**src/logic/line_scan_pkg.sv**
```systemverilog
// laser scan shared definitions
// pixel, position and bus widths plus the APB register map

package line_scan_pkg;

   ////////////////////////////////////////////////////
   // data widths

   // grayscale luma sample
   typedef logic [7:0]  pixel_t;
   // column within a line, row within a frame
   typedef logic [10:0] col_t;
   typedef logic [9:0]  row_t;

   // APB bus
   typedef logic [11:0] apb_addr_t;
   typedef logic [31:0] apb_data_t;

   // points written since reset, wraps
   typedef logic [15:0] point_count_t;

   ////////////////////////////////////////////////////
   // point table geometry

   localparam int TABLE_DEPTH  = 512;
   // one entry per row, low row bits index the table
   localparam int TABLE_ADDR_W = 9;

   // threshold level after reset
   localparam pixel_t THRESH_RESET = 8'd128;

   ////////////////////////////////////////////////////
   // APB register map

   localparam apb_addr_t REG_THRESH = 12'h000;
   localparam apb_addr_t REG_COUNT  = 12'h004;
   // entry r lives at TABLE_BASE + 4*r
   localparam apb_addr_t TABLE_BASE = 12'h800;

endpackage
```
**src/logic/pixel_stream_if.sv**
```systemverilog
// marked pixel stream between pipeline stages
// one pixel per cycle at most, no back-pressure

`timescale 1ns/1ps

interface pixel_stream_if;
   import line_scan_pkg::*;

   pixel_t pixel;
   logic   valid;
   // first pixel of a line, set only with valid
   logic   line_start;
   // single non-pixel cycle after the last pixel
   logic   line_end;
   // first pixel of the first line of a frame
   logic   frame_start;
   // index of the current line
   row_t   row;

   modport source (output pixel, valid, line_start, line_end, frame_start, row);
   modport sink   (input  pixel, valid, line_start, line_end, frame_start, row);

endinterface

```
**src/logic/line_blur.sv**
```systemverilog
// causal 1-2-1 horizontal blur stage
// out = (p[k-2] + 2*p[k-1] + p[k]) / 4, first pixel replicated at line start
// one clock of latency on pixel, markers and row

`timescale 1ns/1ps

module line_blur (
   input  logic           clk,
   input  logic           reset,
   pixel_stream_if.sink   up,
   pixel_stream_if.source down
);
   import line_scan_pkg::*;

   // p[k-1] and p[k-2] of the current line
   pixel_t prev1;
   pixel_t prev2;
   // taps after edge replication
   pixel_t tap1;
   pixel_t tap2;
   // 255 * 4 needs ten bits
   logic [9:0] sum;

   // at line start both history taps take the current pixel
   assign tap1 = up.line_start ? up.pixel : prev1;
   assign tap2 = up.line_start ? up.pixel : prev2;
   assign sum  = {2'b00, tap2} + {1'b0, tap1, 1'b0} + {2'b00, up.pixel};

   ////////////////////////////////////////////////////
   // datapath

   always_ff @(posedge clk) begin
      // history only moves on real pixels, dv gaps hold it
      if (up.valid) begin
         prev2 <= tap1;
         prev1 <= up.pixel;
      end
      // truncating divide by four
      down.pixel <= sum[9:2];
      down.row   <= up.row;
   end

   ////////////////////////////////////////////////////
   // markers

   always_ff @(posedge clk) begin
      if (reset) begin
         down.valid       <= 1'b0;
         down.line_start  <= 1'b0;
         down.line_end    <= 1'b0;
         down.frame_start <= 1'b0;
      end else begin
         down.valid       <= up.valid;
         down.line_start  <= up.line_start;
         down.line_end    <= up.line_end;
         down.frame_start <= up.frame_start;
      end
   end

endmodule

```
**src/flat_wrapper.sv**
```systemverilog
// flat-port wrapper written by rule: the top's interface ports become plain ports
module line_blur_flat import line_scan_pkg::*;
  (clk, reset, up_pixel, up_valid, up_line_start, up_line_end, up_frame_start, up_row, down_pixel, down_valid, down_line_start, down_line_end, down_frame_start, down_row);
  pixel_stream_if up_i ();
  pixel_stream_if down_i ();
  input  logic clk;
  input  logic reset;
  input wire logic [$bits(up_i.pixel)-1:0] up_pixel;
  input wire logic [$bits(up_i.valid)-1:0] up_valid;
  input wire logic [$bits(up_i.line_start)-1:0] up_line_start;
  input wire logic [$bits(up_i.line_end)-1:0] up_line_end;
  input wire logic [$bits(up_i.frame_start)-1:0] up_frame_start;
  input wire logic [$bits(up_i.row)-1:0] up_row;
  output wire logic [$bits(down_i.pixel)-1:0] down_pixel;
  output wire logic [$bits(down_i.valid)-1:0] down_valid;
  output wire logic [$bits(down_i.line_start)-1:0] down_line_start;
  output wire logic [$bits(down_i.line_end)-1:0] down_line_end;
  output wire logic [$bits(down_i.frame_start)-1:0] down_frame_start;
  output wire logic [$bits(down_i.row)-1:0] down_row;
  assign up_i.pixel = up_pixel;
  assign up_i.valid = up_valid;
  assign up_i.line_start = up_line_start;
  assign up_i.line_end = up_line_end;
  assign up_i.frame_start = up_frame_start;
  assign up_i.row = up_row;
  assign down_pixel = down_i.pixel;
  assign down_valid = down_i.valid;
  assign down_line_start = down_i.line_start;
  assign down_line_end = down_i.line_end;
  assign down_frame_start = down_i.frame_start;
  assign down_row = down_i.row;
  line_blur u_core (.clk(clk), .reset(reset), .up(up_i), .down(down_i));
endmodule
```
**config.mk**
```make
export PLATFORM = sky130hd
export DESIGN_NAME = line_blur_flat
export DESIGN_NICKNAME = d
export VERILOG_FILES = /design/src/logic/line_scan_pkg.sv /design/src/logic/pixel_stream_if.sv /design/src/logic/line_blur.sv /design/src/flat_wrapper.sv
export SDC_FILE = /design/constraint.sdc
export NUM_CORES = 1
export LEC_CHECK = 0
export BUFFER_PORTS_ARGS = -buffer_cell sky130_fd_sc_hd__clkbuf_2
export CORE_MARGIN = 2
export CORE_UTILIZATION = 46
export CTS_CLUSTER_SIZE = 40
export DETAILED_ROUTE_END_ITERATION = 12
export PLACE_DENSITY = 0.79
export SLEW_MARGIN = 30
export SYNTH_ARGS = -nofsm -noshare
export SYNTH_HDL_FRONTEND = slang
export SYNTH_SLANG_ARGS = --single-unit
```
**constraint.sdc**
```tcl
create_clock -name clk -period 2.8 [get_ports clk]
set_input_delay 0.28 -clock clk [delete_from_list [all_inputs] [get_ports clk]]
set_output_delay 0.28 -clock clk [all_outputs]
set_load 0.005 [all_outputs]
```
==> metrics.cfg <==
[drt]
drc_errors=0
ant_nets=0
drtIter0Drc=53
wire_per_inst_um=12.7
vias=1227
drt-total-wl_um=3120
viasPerCell=4.99
dr.pass1.iters=4

[cells_and_area]
multiInputGateArea_sq_um=662
stdcell_count=246
seqCellArea_sq_um=921
layout.filler_cells=268
post-route-cell-area_sq_um=2070
nets=238
area_growth_pct=25.1
antenna-diode-count=0
drive_gt1_frac=0.310

[setup_path]
crit_path_cell_trace=inv_1 > o21ai_0 > fa_1 > ha_1 > buf_4 > and3_1 > a21oi_1 > nand2_1 > a311o_1
cp_slowest_cell=fa_1
critPathMaxFanout=5
worstPathRequired_ns=3.05
crit_arrival_ns=2.90
startpoint_type=register
critPathKind=reg -> reg
end_kind=register
cpPeakStageDelay_ns=0.49
critPathBufInv=2
cp_top_family=compound AO/OA/AOI/OAI gates

[sta]
setup_viol=0
relSlewSlack=0.707
rsz0062_at_grt=false
fin_crit_ns=2.65
setup_slack_ns=0.146
skew_ns=0.00911
finalCritPeriodShare=0.948
worstMarginPinSlew_ns=0.440
fmax_mhz=377
finalHoldViolations=0
finalMaxSlewViolations=0

[clock_network]
cts_tree=done
cts_buffers=5
root_buffer=clkbuf_4
post_cts_buffers=0
h-tree-depth=2
ctsHoldBuffers=0
clock_latency_ns=0.35
clk_pin_slew_worst_paths_ns=0.11
clock_sinks=38
clock_path_buffers=2

[die]
floorplan.initialDensity=0.488
die_x_um=64.0
die_h_um=64.0
row_count=21
ioPinCount=46
fp.coreArea_sq_um=3390
die_area_sq_um=4090

[pwr]
p_per_area_nw_per_um2=716
finalPower_mw=1.48
power.leakage_nw=0.994
ir_worst_vdd_uv=460

[synth]
synth.avg_cell_area_sq_um=11.7
synth_cell_types=31
synthCells=141
mappedNetlistArea_sq_um=1650
ys_ff_latch=38
synth_top_area_share=0.290
seq_area_frac_synth=0.557
yosys-top-cells-area=edfxtp_1 29%, dfxtp_1 27%, fa_1 9.7%, ha_1 5.3%, o21ai_0 4.5%
syn-num-nets=180
yosysWarningCount=0
synth_top_cell_by_area=edfxtp_1

[global_route]
grt_pass1_vias=1237
grt_pass1_wl_um=5530
antenna_found_initial=0
use_met2=0.284
grt_util_met3=0.0387
grt_util_met1=0.218
grt_use_total=0.175
grt_max_degree=18
busiest_layer=met2
grt_remaining_overflow=0

[placement]
place_area_sq_um=1990
placed_cells=238
gp_congestion=0.781
portBuffers=45
dp_hpwl_um=2400
pre_cts_ws_ns=-0.0846

[run]
maxCapViolCount=0

[status]
outcome=complete, no violations

[hold_path]
hold_class=in -> reg

where the power goes:
part / switching [mW] / internal, mW / total (mW) / leakage, nW
clock network: 0.179 / 0.177 / 0.357 / 0.0437
registers: 0.0244 / 0.666 / 0.690 / 0.343
logic: 0.224 / 0.210 / 0.434 / 0.608
total: 0.428 / 1.05 / 1.48 / 0.994
routing by layer:
layer,wire (um),vias up
li1,-,603
met1,1350,589
met2,1560,27
met3,138,8
met4,72,0
met5,0,-
state kept, by name, indices dropped and copies added, names as in the netlist:
signal and count:
u_core.prev1 8, u_core.down.frame_start 1, u_core.down.line_end 1, u_core.prev2 8
u_core.down.row 10, u_core.down.pixel 8, u_core.down.valid 1, u_core.down.line_start 1
Yosys cell counts:
master	number
o21a_1	1
nand4_1	1
xnor2_1	1
ha_1	7
a211oi_1	1
clkbuf_1	2
nor2_1	7
nand2_1	10
a311o_1	1
o31ai_1	1
nor3b_1	1
nor2b_1	5
inv_1	17
and3_1	2
nor3_1	2
a21boi_0	1
nor4bb_1	1
edfxtp_1	16
mux2_2	1
dfxtp_1	22
a21oi_1	6
nand4b_1	1
nand3_1	1
a21o_1	2
mux2i_1	3
a211o_1	2
fa_1	8
xor2_1	1
o21ai_0	15
and4_1	1
or4b_4	1
final timing paths:
path / start / end / slack [ns] / depth (start not counted)
setup / recovery: u_core.prev1[3] / u_core.down.pixel[4] / 0.15 / 9
hold / removal: up_row[0] / u_core.down.row[0] / 0.03 / 1
setup reg to reg: u_core.prev1[3] / u_core.down.pixel[4] / 0.15 / 9
hold reg to reg: u_core.prev1[1] / u_core.prev2[1] / 0.62 / 1
worst register-to-register path: stages (launching register included):
cell	delay [ns]
edfxtp_1	0.34
inv_1	0.04
o21ai_0	0.30
fa_1	0.49
ha_1	0.33
buf_4	0.16
and3_1	0.14
a21oi_1	0.27
nand2_1	0.13
a311o_1	0.35
timing repair:
action                     4_1_cts  5_1_grt
hold endpoints to repair         0        0
gates resized for setup          0        1
setup endpoints to repair        0        3
cell families (layout without fill, tap and decap cells):
family / count (synthesis) / count (layout) / share of synthesized area
flops: 38 / 38 / 0.557
simple gates: 33 / 33 / 0.107
compound gates: 30 / 30 / 0.107
buf+inv: 19 / 78 / 0.0431
fa+ha+maj: 15 / 15 / 0.150
mux: 4 / 4 / 0.0250
xor+xnor: 2 / 2 / 0.0106
final cells by class:
cell class | instances | area share
repair buffers | 53 | 0.138
well taps | 46 | 0.0278
clock buffers | 8 | 0.0387
flip-flops and latches | 38 | 0.445
inverters | 17 | 0.0308
multi-input cells | 84 | 0.320
stage by stage:
stage | util | setup TNS [ns] | hold WS, ns
after global placement | 0.587 | -0.00145 | 0.382
after detailed placement | 0.587 | -0.118 | 0.384
after CTS | 0.611 | 0 | 0.0203
after floorplan | - | 0 | 0.308
final | 0.611 | 0 | 0.0300
after global routing | 0.611 | 0 | 0.00571
cells in the final DEF (no fill, tap or decap), drive strengths merged, types with 2 or more instances in the layout:
cell type / n
edfxtp: 16
a21o: 2
inv: 17
fa: 8
nor3: 2
buf: 8
a21oi: 6
ha: 7
and3: 2
nor2: 7
mux2i: 3
o21ai: 15
a211o: 2
clkbuf: 53
nor2b: 5
nand2: 10
dfxtp: 22
Power figures use the tool's default switching activity.
