### src/logic/line_scan_pkg.sv
// laser scan shared definitions
// pixel, position and bus widths plus the APB register map

package line_scan_pkg;

   ////////////////////////////////////////////////////
   // data widths

   // grayscale luma sample
   typedef logic [7:0]  pixel_t;
   // column within a line, row within a frame
   typedef logic [10:0] col_t;
   typedef logic [9:0]  row_t;

   // APB bus
   typedef logic [11:0] apb_addr_t;
   typedef logic [31:0] apb_data_t;

   // points written since reset, wraps
   typedef logic [15:0] point_count_t;

   ////////////////////////////////////////////////////
   // point table geometry

   localparam int TABLE_DEPTH  = 512;
   // one entry per row, low row bits index the table
   localparam int TABLE_ADDR_W = 9;

   // threshold level after reset
   localparam pixel_t THRESH_RESET = 8'd128;

   ////////////////////////////////////////////////////
   // APB register map

   localparam apb_addr_t REG_THRESH = 12'h000;
   localparam apb_addr_t REG_COUNT  = 12'h004;
   // entry r lives at TABLE_BASE + 4*r
   localparam apb_addr_t TABLE_BASE = 12'h800;

endpackage
### src/logic/point_if.sv
// per-row laser point from the midpoint finder to the point table
// one we pulse per line

`timescale 1ns/1ps

interface point_if;
   import line_scan_pkg::*;

   logic we;
   row_t row;
   col_t col;
   // any pixel of the row above threshold
   logic found;

   modport source (output we, row, col, found);
   modport sink   (input  we, row, col, found);

endinterface

### src/logic/pixel_stream_if.sv
// marked pixel stream between pipeline stages
// one pixel per cycle at most, no back-pressure

`timescale 1ns/1ps

interface pixel_stream_if;
   import line_scan_pkg::*;

   pixel_t pixel;
   logic   valid;
   // first pixel of a line, set only with valid
   logic   line_start;
   // single non-pixel cycle after the last pixel
   logic   line_end;
   // first pixel of the first line of a frame
   logic   frame_start;
   // index of the current line
   row_t   row;

   modport source (output pixel, valid, line_start, line_end, frame_start, row);
   modport sink   (input  pixel, valid, line_start, line_end, frame_start, row);

endinterface

### src/logic/laser_midpoint.sv
// laser midpoint finder
// thresholds the blurred line, tracks first and last lit columns
// and reports their midpoint one clock after line_end

`timescale 1ns/1ps

module laser_midpoint (
   input  logic                  clk,
   input  logic                  reset,
   input  line_scan_pkg::pixel_t threshold,
   pixel_stream_if.sink          up,
   point_if.source               pt
);
   import line_scan_pkg::*;

   // column of the next pixel
   col_t col_cnt;
   // column of the pixel on the bus now
   col_t cur_col;
   col_t first_col;
   col_t last_col;
   // something lit so far on this line
   logic any_lit;
   logic any_now;
   logic lit;
   // one extra bit so first + last cannot overflow
   logic [$bits(col_t):0] span_sum;

   // line start restarts column count and lit tracking
   assign cur_col  = up.line_start ? '0 : col_cnt;
   assign any_now  = up.line_start ? 1'b0 : any_lit;
   // lit means at or above the level
   assign lit      = up.valid && (up.pixel >= threshold);
   assign span_sum = {1'b0, first_col} + {1'b0, last_col};

   ////////////////////////////////////////////////////
   // line tracking

   always_ff @(posedge clk) begin
      if (reset) begin
         col_cnt <= '0;
         any_lit <= 1'b0;
         pt.we   <= 1'b0;
      end else begin
         if (up.valid) begin
            col_cnt <= col_t'(cur_col + 1'b1);
            any_lit <= any_now | lit;
         end
         // one write per line, a clock after line_end
         pt.we <= up.line_end;
      end
   end

   always_ff @(posedge clk) begin
      if (lit) begin
         if (!any_now) begin
            first_col <= cur_col;
         end
         last_col <= cur_col;
      end

      // row still holds this line's index during line_end
      if (up.line_end) begin
         pt.row   <= up.row;
         pt.found <= any_lit;
         // truncating midpoint, zero for a dark line
         pt.col   <= any_lit ? span_sum[$bits(col_t):1] : '0;
      end
   end

endmodule

### src/flat_wrapper.sv
// flat-port wrapper written by rule: the top's interface ports become plain ports
module laser_midpoint_flat import line_scan_pkg::*;
  (clk, reset, threshold, up_pixel, up_valid, up_line_start, up_line_end, up_frame_start, up_row, pt_we, pt_row, pt_col, pt_found);
  pixel_stream_if up_i ();
  point_if pt_i ();
  input  logic clk;
  input  logic reset;
  input  line_scan_pkg::pixel_t threshold;
  input wire logic [$bits(up_i.pixel)-1:0] up_pixel;
  input wire logic [$bits(up_i.valid)-1:0] up_valid;
  input wire logic [$bits(up_i.line_start)-1:0] up_line_start;
  input wire logic [$bits(up_i.line_end)-1:0] up_line_end;
  input wire logic [$bits(up_i.frame_start)-1:0] up_frame_start;
  input wire logic [$bits(up_i.row)-1:0] up_row;
  output wire logic [$bits(pt_i.we)-1:0] pt_we;
  output wire logic [$bits(pt_i.row)-1:0] pt_row;
  output wire logic [$bits(pt_i.col)-1:0] pt_col;
  output wire logic [$bits(pt_i.found)-1:0] pt_found;
  assign up_i.pixel = up_pixel;
  assign up_i.valid = up_valid;
  assign up_i.line_start = up_line_start;
  assign up_i.line_end = up_line_end;
  assign up_i.frame_start = up_frame_start;
  assign up_i.row = up_row;
  assign pt_we = pt_i.we;
  assign pt_row = pt_i.row;
  assign pt_col = pt_i.col;
  assign pt_found = pt_i.found;
  laser_midpoint u_core (.clk(clk), .reset(reset), .threshold(threshold), .up(up_i), .pt(pt_i));
endmodule
### config.mk
export PLATFORM = sky130hd
export DESIGN_NAME = laser_midpoint_flat
export DESIGN_NICKNAME = d
export VERILOG_FILES = /design/src/logic/line_scan_pkg.sv /design/src/logic/point_if.sv /design/src/logic/pixel_stream_if.sv /design/src/logic/laser_midpoint.sv /design/src/flat_wrapper.sv
export SDC_FILE = /design/constraint.sdc
export NUM_CORES = 1
export LEC_CHECK = 0
export BUFFER_PORTS_ARGS = -buffer_cell sky130_fd_sc_hd__buf_2
export CORE_ASPECT_RATIO = 1.1
export CORE_MARGIN = 2
export CORE_UTILIZATION = 44
export CTS_CLUSTER_SIZE = 25
export DETAILED_ROUTE_END_ITERATION = 6
export GPL_TIMING_DRIVEN = 0
export PLACE_DENSITY = 0.67
export SETUP_SLACK_MARGIN = 0.02
export SLEW_MARGIN = 5
export SYNTH_ARGS = -nofsm -noshare
export SYNTH_HDL_FRONTEND = slang
export SYNTH_SLANG_ARGS = --single-unit
### constraint.sdc
create_clock -name clk -period 2.89 [get_ports clk]
set_clock_uncertainty 0.1 [all_clocks]
set_input_delay 0.1445 -clock clk [delete_from_list [all_inputs] [get_ports clk]]
set_output_delay 0.1445 -clock clk [all_outputs]
set_load 0.005 [all_outputs]
==> results.md <==
* Delay-heaviest family, CP: compound AO/OA/AOI/OAI gates
* Avg Inst Size Synth at 11.7 um2
* Routed vias/inst at 4.97
* Slowest Stage Delay on Critical Path at 0.82 ns
* Post-synth EDFFs at 44
* Pwr Total at 1.93 mW
* Die H at 86.2 um
* FP Rows at 29
* Core Area at 5840 um2
* Leak pwr at 1.39 nW
* Worst hold slack at 0.153 ns
* MaxCap Viol Count at 0
* Syn Inst Count at 231
* Period minus WS final at 2.41 ns
* Post-CTS Setup Inserts at 0
* GR Util met1 at 16.9%
* Most frequent cells in the layout: buf_2, edfxtp_1, nor2_1
* Die area at 6790 um2
* Max FO, Critical Path at 11
* Min-Delay Path Depth at 2
* Sequential share of the synthesized area at 58.5%
* Fmax at 0.414 GHz
* Worst path bufs/invs at 2
* Layout cell share with drive strength beyond 1 at 22.2%
* Least-Margin Pin Slew at 1.03 ns
* FF+latch count, synth at 57
* Max-slew violations at 0
* Final GP Congestion at 0.832
* Reg clk slew, reported paths at 0.06 ns
* Num CTS Buffers at 9
* Tcrit/Tclk final at 83.5%
* Num ports at 55
* CTS tree: yes
* Ys Warns at 0
* Met2 Usage GRT at 25.4%
* Kind of critical path: reg2reg
* Hpwl dp at 3480 um
* Net Count, Synth at 283
* Clk_lat worst skew at 0.32 ns
* FF-to-FF Start: u_core.any_lit$_SDFFE_PP0P_
* Port Buf Inserts at 52
* P&R area growth vs syn at 24.8%
* Synth Cell Area at 2700 um2
* Starting DRT DRC Count at 51
* Gr usage total at 14.9%
* Worst Hold Path EP: u_core.last_col[5]$_DFFE_PP_
* Arrival time worst endpoint at 2.25 ns
* Asr flop ratio synth at 0%
* Wire per inst at 12.0 um
* RSZ-0062 raised after global routing: false
* Hold Crit Class: in2reg
* PD cells at 572 nW/um2
* Final setup violation count at 0
* Synth cell types at 36
* Setup TNS at 0 ns
* Worst path slowest cell: a21oi_1
* Final net count at 358
* First-pass GRT wire length at 7700 um
* Status: finished clean
* Gr ovfl total at 0
* Required time of the worst setup path at 2.73 ns
* Final Hold Vio Count at 0
* Hold Startpoint: up_line_start
* Most used routing layer: met2
* Slew margin rel. at 31.5%
* Synth Flop Type: edfxtp_1
* FF-to-FF End: u_core.first_col[5]$_DFFE_PP_
* R2R setup slack at 0.48 ns
* GR Util met3 at 3.23%
* H-Tree Depth at 3
* Initial Util at 46.3%
* Reg2reg path depth at 4
* DRT Wirelength at 4640 um
* DR pass1 iterations at 5
* Die W at 78.7 um
* FILL cells at 498
* CTS Buffer Depth at 2
* Vias in the first global route at 1799
* Root buf cell: clkbuf_8
* Final ANT Viol Nets at 0
* Largest net degree at the start of global routing at 24
* Setup crit end kind: flop
* Critical-path cell list: inv_1, clkbuf_1, o221ai_1, a21oi_1
* DR vias at 1929
* Initial antenna violation count at 0
* N_diodes at 0
* CP startpoint: u_core.any_lit$_SDFFE_PP0P_
* CP startpoint kind: flop
* Clock sinks at 57
* Most common library cell in the layout ignoring fill and taps: buf_2
* Number of remaining DRC errors at 0
* Maximum vdd drop at 0.274 mV
==> what timing repair did <==
item,in CTS,in global routing
hold buffers,11,0
gates resized for setup,0,0
endpoints found under the hold margin,12,0
==> per-stage QoR <==
step	cell area [um2]	setup slack [ns]	utilization, %	cells
2_1_floorplan	2700	0.760	-	231
3_3_place_gp	3060	0.267	52.4	360
3_5_place_dp	3070	0.468	52.5	361
4_1_cts	3380	0.460	57.8	388
5_1_grt	3380	0.250	57.8	388
6_report	3380	0.477	57.8	388
==> how the worst max path moves through the flow <==
stage,end,cells past startpoint
floorplan,u_core.pt.col[9]$_SDFFCE_PN0P_,7
global placement,u_core.last_col[9]$_DFFE_PP_,8
detailed placement,u_core.first_col[9]$_DFFE_PP_,4
CTS,u_core.first_col[4]$_DFFE_PP_,4
global route,u_core.first_col[4]$_DFFE_PP_,4
finish,u_core.first_col[5]$_DFFE_PP_,4
==> metal layers <==
layer	vias to the layer above	share of wire, %
met4	0	2.1
met1	858	46
met3	12	6.1
met5	-	0
li1	994	-
met2	65	46
==> area by class of cell <==
| type | instances | area (um2) | area share (%) |
|---|---|---|---|
| buffer | 5 | 18.8 | 0.556 |
| clock buffer | 13 | 159 | 4.71 |
| clock inverter | 3 | 38.8 | 1.15 |
| inverter | 10 | 37.5 | 1.11 |
| multi-input combinational | 159 | 1070 | 31.6 |
| sequential | 57 | 1580 | 46.8 |
| tap | 77 | 96.3 | 2.85 |
| timing repair buffer | 64 | 378 | 11.2 |
==> state kept, by name, summed over array words and instances (netlist names) <==
signal and cells:
u_core.col_cnt 11, u_core.pt.row 10, u_core.pt.found 1, u_core.pt.col 11, u_core.last_col 11, u_core.any_lit 1, u_core.first_col 11, u_core.pt.we 1
==> synth_stat cells (all sizes together) (3+ instances only) <==
cell type	n	area share [%]
dfxtp	13	9.6
nor3	6	1.3
nand2	21	2.9
nor2	23	3.2
nand3	4	0.74
and4	3	0.97
edfxtp	44	49
a21oi	13	2.4
xnor2	6	1.9
and3	4	0.97
inv	10	1.4
xor2	4	1.3
a21o	9	2.5
o21ai	9	1.7
ha	19	8.8
nor2b	13	3.0
clkbuf	5	0.69
==> kinds of logic (layout without fill, tap and decap cells) <==
| group | count (synthesis) | count (layout) | share of synthesized area, % |
|---|---|---|---|
| mux | 2 | 2 | 0.740 |
| simple gates | 85 | 85 | 15.9 |
| buf+inv | 15 | 95 | 2.08 |
| flops | 57 | 57 | 58.5 |
| fa+ha+maj | 20 | 20 | 9.53 |
| xor+xnor | 10 | 10 | 3.24 |
| compound gates | 42 | 42 | 10.0 |
==> where the power goes <==
part           switching (mW)  internal (mW)
Combinational           0.138          0.114
Sequential             0.0170          0.940
Clock                   0.282          0.441
(Power assumes the default switching activity.)
