[config.mk]
export PLATFORM = sky130hd
export DESIGN_NAME = video_frame_tracker_flat
export DESIGN_NICKNAME = d
export VERILOG_FILES = /design/src/logic/line_scan_pkg.sv /design/src/logic/pixel_stream_if.sv /design/src/logic/video_frame_tracker.sv /design/src/flat_wrapper.sv
export SDC_FILE = /design/constraint.sdc
export NUM_CORES = 1
export LEC_CHECK = 0
export BUFFER_PORTS_ARGS = -buffer_cell sky130_fd_sc_hd__buf_2
export CORE_UTILIZATION = 48
export DETAILED_ROUTE_END_ITERATION = 8
export GPL_TIMING_DRIVEN = 0
export PLACE_DENSITY = 0.8
export SKIP_LAST_GASP = 1
export SYNTH_ARGS = -nofsm -noshare
export SYNTH_HDL_FRONTEND = slang
export SYNTH_SLANG_ARGS = --single-unit
[constraint.sdc]
create_clock -name clk -period 3.69 [get_ports clk]
set_clock_uncertainty 0.15 [all_clocks]
set_input_delay 0 -clock clk [delete_from_list [all_inputs] [get_ports clk]]
set_output_delay 0 -clock clk [all_outputs]
set_load 0.05 [all_outputs]
[src/logic/line_scan_pkg.sv]
// laser scan shared definitions
// pixel, position and bus widths plus the APB register map

package line_scan_pkg;

   ////////////////////////////////////////////////////
   // data widths

   // grayscale luma sample
   typedef logic [7:0]  pixel_t;
   // column within a line, row within a frame
   typedef logic [10:0] col_t;
   typedef logic [9:0]  row_t;

   // APB bus
   typedef logic [11:0] apb_addr_t;
   typedef logic [31:0] apb_data_t;

   // points written since reset, wraps
   typedef logic [15:0] point_count_t;

   ////////////////////////////////////////////////////
   // point table geometry

   localparam int TABLE_DEPTH  = 512;
   // one entry per row, low row bits index the table
   localparam int TABLE_ADDR_W = 9;

   // threshold level after reset
   localparam pixel_t THRESH_RESET = 8'd128;

   ////////////////////////////////////////////////////
   // APB register map

   localparam apb_addr_t REG_THRESH = 12'h000;
   localparam apb_addr_t REG_COUNT  = 12'h004;
   // entry r lives at TABLE_BASE + 4*r
   localparam apb_addr_t TABLE_BASE = 12'h800;

endpackage
[src/logic/pixel_stream_if.sv]
// marked pixel stream between pipeline stages
// one pixel per cycle at most, no back-pressure

`timescale 1ns/1ps

interface pixel_stream_if;
   import line_scan_pkg::*;

   pixel_t pixel;
   logic   valid;
   // first pixel of a line, set only with valid
   logic   line_start;
   // single non-pixel cycle after the last pixel
   logic   line_end;
   // first pixel of the first line of a frame
   logic   frame_start;
   // index of the current line
   row_t   row;

   modport source (output pixel, valid, line_start, line_end, frame_start, row);
   modport sink   (input  pixel, valid, line_start, line_end, frame_start, row);

endinterface

[src/logic/video_frame_tracker.sv]
// video frame tracker
// turns decoder f/v/h/dv framing into a marked pixel stream
// with line and frame markers and a running row index

`timescale 1ns/1ps

module video_frame_tracker (
   input  logic                  clk,
   input  logic                  reset,
   input  line_scan_pkg::pixel_t pix_in,
   input  logic                  dv,
   input  logic                  f,
   input  logic                  v,
   input  logic                  h,
   pixel_stream_if.source        out
);
   import line_scan_pkg::*;

   // pixel inside the visible window
   logic active;
   // h seen since the last active pixel, next one opens a line
   logic line_open;
   // v seen since the previous line, next line restarts the frame
   logic v_seen;
   // active pixels seen since the last h
   logic in_line;
   logic first_px;
   row_t row_q;

   assign active   = dv & ~v & ~h;
   assign first_px = active & line_open;
   assign out.row  = row_q;

   ////////////////////////////////////////////////////
   // framing state and markers

   // f (field parity) plays no part in line tracking
   always_ff @(posedge clk) begin
      if (reset) begin
         line_open       <= 1'b0;
         v_seen          <= 1'b0;
         in_line         <= 1'b0;
         row_q           <= '0;
         out.valid       <= 1'b0;
         out.line_start  <= 1'b0;
         out.frame_start <= 1'b0;
         out.line_end    <= 1'b0;
      end else begin
         // h and active never coincide, neither do v and active
         line_open <= h | (line_open & ~active);
         v_seen    <= v | (v_seen & ~first_px);
         in_line   <= active | (in_line & ~h);

         out.valid       <= active;
         out.line_start  <= first_px;
         out.frame_start <= first_px & v_seen;
         // first h cycle closing a line that had pixels
         out.line_end    <= h & in_line;

         // row changes together with the line_start pixel
         if (first_px) begin
            row_q <= v_seen ? '0 : row_t'(row_q + 1'b1);
         end
      end
   end

   // pixel payload takes the same one clock as its markers
   always_ff @(posedge clk) begin
      out.pixel <= pix_in;
   end

endmodule

[src/flat_wrapper.sv]
// flat-port wrapper written by rule: the top's interface ports become plain ports
module video_frame_tracker_flat import line_scan_pkg::*;
  (clk, reset, pix_in, dv, f, v, h, out_pixel, out_valid, out_line_start, out_line_end, out_frame_start, out_row);
  pixel_stream_if out_i ();
  input  logic clk;
  input  logic reset;
  input  line_scan_pkg::pixel_t pix_in;
  input  logic dv;
  input  logic f;
  input  logic v;
  input  logic h;
  output wire logic [$bits(out_i.pixel)-1:0] out_pixel;
  output wire logic [$bits(out_i.valid)-1:0] out_valid;
  output wire logic [$bits(out_i.line_start)-1:0] out_line_start;
  output wire logic [$bits(out_i.line_end)-1:0] out_line_end;
  output wire logic [$bits(out_i.frame_start)-1:0] out_frame_start;
  output wire logic [$bits(out_i.row)-1:0] out_row;
  assign out_pixel = out_i.pixel;
  assign out_valid = out_i.valid;
  assign out_line_start = out_i.line_start;
  assign out_line_end = out_i.line_end;
  assign out_frame_start = out_i.frame_start;
  assign out_row = out_i.row;
  video_frame_tracker u_core (.clk(clk), .reset(reset), .pix_in(pix_in), .dv(dv), .f(f), .v(v), .h(h), .out(out_i));
endmodule
==> flow_summary.json <==
{
  "status": "complete, no violations",
  "end_kind": "flip-flop",
  "pwr_density_cell_nw_per_um2": 373,
  "cp_common_cell": "dlygate4sd3_1",
  "cts_sinks": 25,
  "hold_depth": 2,
  "die_area_um2": 1990,
  "placed_area_um2": 1070,
  "crit_path_max_incr_delay_ns": 0.59,
  "synth_edf_count": 0,
  "critical_path.top_delay_family": "buffers and inverters",
  "clock_latency_ns": 0.32,
  "post-route-min-period_ns": 2.10,
  "grt_pass1_vias": 685,
  "die_w_um": 44.6,
  "fin_setup_tns_ns": 0,
  "cts-hold-fix-buffers": 15,
  "async_flop_share_pct": 0,
  "p_leak_nw": 0.530,
  "io_pins": 36,
  "routed_via_density": 5.11,
  "cp_max_fo": 4,
  "drt_pass1_iterations": 6,
  "synth_top_family_by_area": "simple AND/OR/NAND/NOR gates",
  "ant_nets": 0,
  "ys_warn_count": 0,
  "whs_endpoint": "u_core.out.pixel[6]",
  "yosys_register_bits": 25,
  "synth_compound_area_share_pct": 13.5,
  "synth-simple-area-share_pct": 21.6,
  "yosys.area_share.adder_pct": 1.44,
  "r2r_slack_ns": 2.02,
  "worstSetupPathType": "input pin to flip-flop",
  "drive_gt1_share_pct": 30.9,
  "syn_avg_cell_area_um2": 10.4,
  "cp_slowest_cell": "dlygate4sd3_1",
  "cts-buffers-inserted": 3,
  "worst-path-buf-inv": 4,
  "area_growth_pct": 43.3,
  "min_path_type": "input pin to flip-flop",
  "antenna_cells": 0,
  "fmaxAchievable_ghz": 0.477,
  "setup_viol": 0,
  "hpwl_mm": 1.27,
  "hold_viol": 0,
  "grt_pass1_wl_mm": 3.03,
  "worstMarginPinSlew_ns": 0.325,
  "grt_max_degree": 16,
  "worstPathArrival_ns": 2.22,
  "core-area_um2": 1710,
  "synth.area.mux_share_pct": 1.29,
  "syn_nets": 99,
  "synthCells": 84,
  "fin_nets": 152,
  "min-delay-start": "pix_in[6]",
  "synth_area_um2": 870,
  "clk_pin_slew_ns": 0.15,
  "wl_mm": 2.09,
  "worst_r2r_startpoint": "u_core.out.row[0]",
  "synth_cell_type_count": 26,
  "ys_seq_area_share_pct": 57.6,
  "worstRegToRegCells": 4,
  "synth_xor_area_share_pct": 1.01,
  "fill_cells": 134,
  "start_kind": "input pin",
  "h-tree-depth": 1,
  "postLayoutCellArea_um2": 1250,
  "slew_headroom_pct": 78.3,
  "vias": 823,
  "grt_usage_pct": 21.5,
  "synth_flop_cell": "dfxtp_1",
  "wl_per_cell_um": 13.0,
  "drc": 0,
  "max-cap-violations": 0,
  "clock_path_buffers": 2,
  "port-buffer-count": 33,
  "ir_drop_uv": 351,
  "crit_chain": "dlygate4sd3_1 > buf_2 > nand2b_1 > dlygate4sd3_1 > nor3_1 > dlygate4sd3_1",
  "cts_tree": "yes",
  "layout_common_cells": "34 x buf_2, 25 x dfxtp_1, 15 x dlygate4sd3_1",
  "layout_commonest_cell": "buf_2",
  "rsz0062_at_grt": "false",
  "fin_crit_sh_pct": 56.8,
  "initial_utilization_pct": 50.9,
  "post-cts-setup-buffers": 0,
  "ctsResizeCount": 0,
  "row_count": 15,
  "crit_required_ns": 3.82,
  "r2r-end": "u_core.out.row[8]",
  "seqCellArea_um2": 500,
  "overflow": 0,
  "multiInputGateArea_um2": 338,
  "cts_root_buf": "clkbuf_4",
  "gp_congestion": 0.791,
  "antenna_found_initial": 0,
  "die_y_um": 44.6,
  "drt_iter0_drc": 13,
  "drv_slew": 0
}
logic make-up (layout without fill, tap and decap cells):
family | Yosys count | after routing
multiplexers | 1 | 1
XOR/XNOR | 1 | 1
buffers and inverters | 7 | 59
AND/OR/NAND/NOR | 29 | 29
AO/OA/AOI/OAI | 20 | 20
adder cells (fa/ha/maj) | 1 | 1
flip-flops | 25 | 25
synth_stat cells, types with 2 or more instances:
| cell type | number | area share, % |
|---|---|---|
| dfxtp_1 | 25 | 58 |
| a21oi_1 | 10 | 5.8 |
| inv_1 | 4 | 1.7 |
| a211oi_1 | 2 | 1.7 |
| o21ai_0 | 3 | 1.7 |
| o31ai_1 | 4 | 3.5 |
| nor3_1 | 2 | 1.2 |
| or4_1 | 4 | 3.5 |
| nor2_1 | 4 | 1.7 |
| nand4_1 | 2 | 1.4 |
| nand2_1 | 4 | 1.7 |
| nand2b_1 | 2 | 1.4 |
| nand3_1 | 3 | 1.7 |
| or3_1 | 3 | 2.2 |
worst reg2reg max path: stages (launching register included):
cell	delay, ns
dfxtp_1	0.43
ha_1	0.20
nand3_1	0.17
or4_1	0.47
a21oi_1	0.19
flip-flops by register name, summed over array words and instances (netlist names):
signal and flops:
u_core.out.line_start 1, u_core.in_line 1, u_core.out.pixel 8, u_core.v_seen 1, u_core.out.valid 1, u_core.out.frame_start 1
u_core.out.row 10, u_core.line_open 1, u_core.out.line_end 1
worst max path at each step:
stage | from | endpoint | slack, ns | depth (start not counted)
floorplan | u_core.out.row[0] | u_core.out.row[6] | 1.85 | 4
global placement | u_core.out.row[0] | u_core.out.row[9] | 2.11 | 3
detailed placement | u_core.out.row[0] | u_core.out.row[9] | 2.06 | 3
CTS | v | u_core.out.valid | 1.64 | 6
global route | v | u_core.out.valid | 1.58 | 6
finish | v | u_core.out.valid | 1.59 | 6
metrics by stage:
| stage | setup WS [ns] | cells | utilization (%) | hold slack [ns] | power (mW) |
|---|---|---|---|---|---|
| 5_1_grt | 1.58 | 161 | 73.0 | 0.141 | 0.486 |
| 4_1_cts | 1.64 | 161 | 73.0 | 0.149 | 0.463 |
| 3_5_place_dp | 2.06 | 142 | 62.4 | -0.0464 | 0.331 |
| 3_3_place_gp | 2.11 | 142 | 62.4 | -0.0474 | 0.330 |
| 2_1_floorplan | 1.85 | 84 | - | -0.122 | 0.317 |
| 6_report | 1.59 | 161 | 73.0 | 0.150 | 0.465 |
final cells by class:
type / instances / area share [%]
Sequential cell: 25 / 40.2
Multi-Input combinational cell: 52 / 27.1
Timing Repair Buffer: 48 / 25.3
Tap cell: 25 / 2.51
Clock buffer: 3 / 1.81
Buffer: 3 / 1.31
Inverter: 4 / 1.20
Clock inverter: 1 / 0.602
report_power, final:
group          switching (mW)  internal (mW)  total (mW)
combinational          0.0333         0.0230      0.0563
clock                  0.0857         0.0413       0.127
sequential            0.00418          0.278       0.282
total                   0.123          0.342       0.465
metal layers:
layer  GRT usage [%]  vias to the layer above  part of all wire (%)
met5               0                        -                     0
met4            8.48                        0                   1.8
met3            4.90                        4                   2.6
met2            37.6                       16                    53
met1            25.4                      397                    42
li1                -                      406                     -
Note: power is estimated with default switching activity, not from simulation.
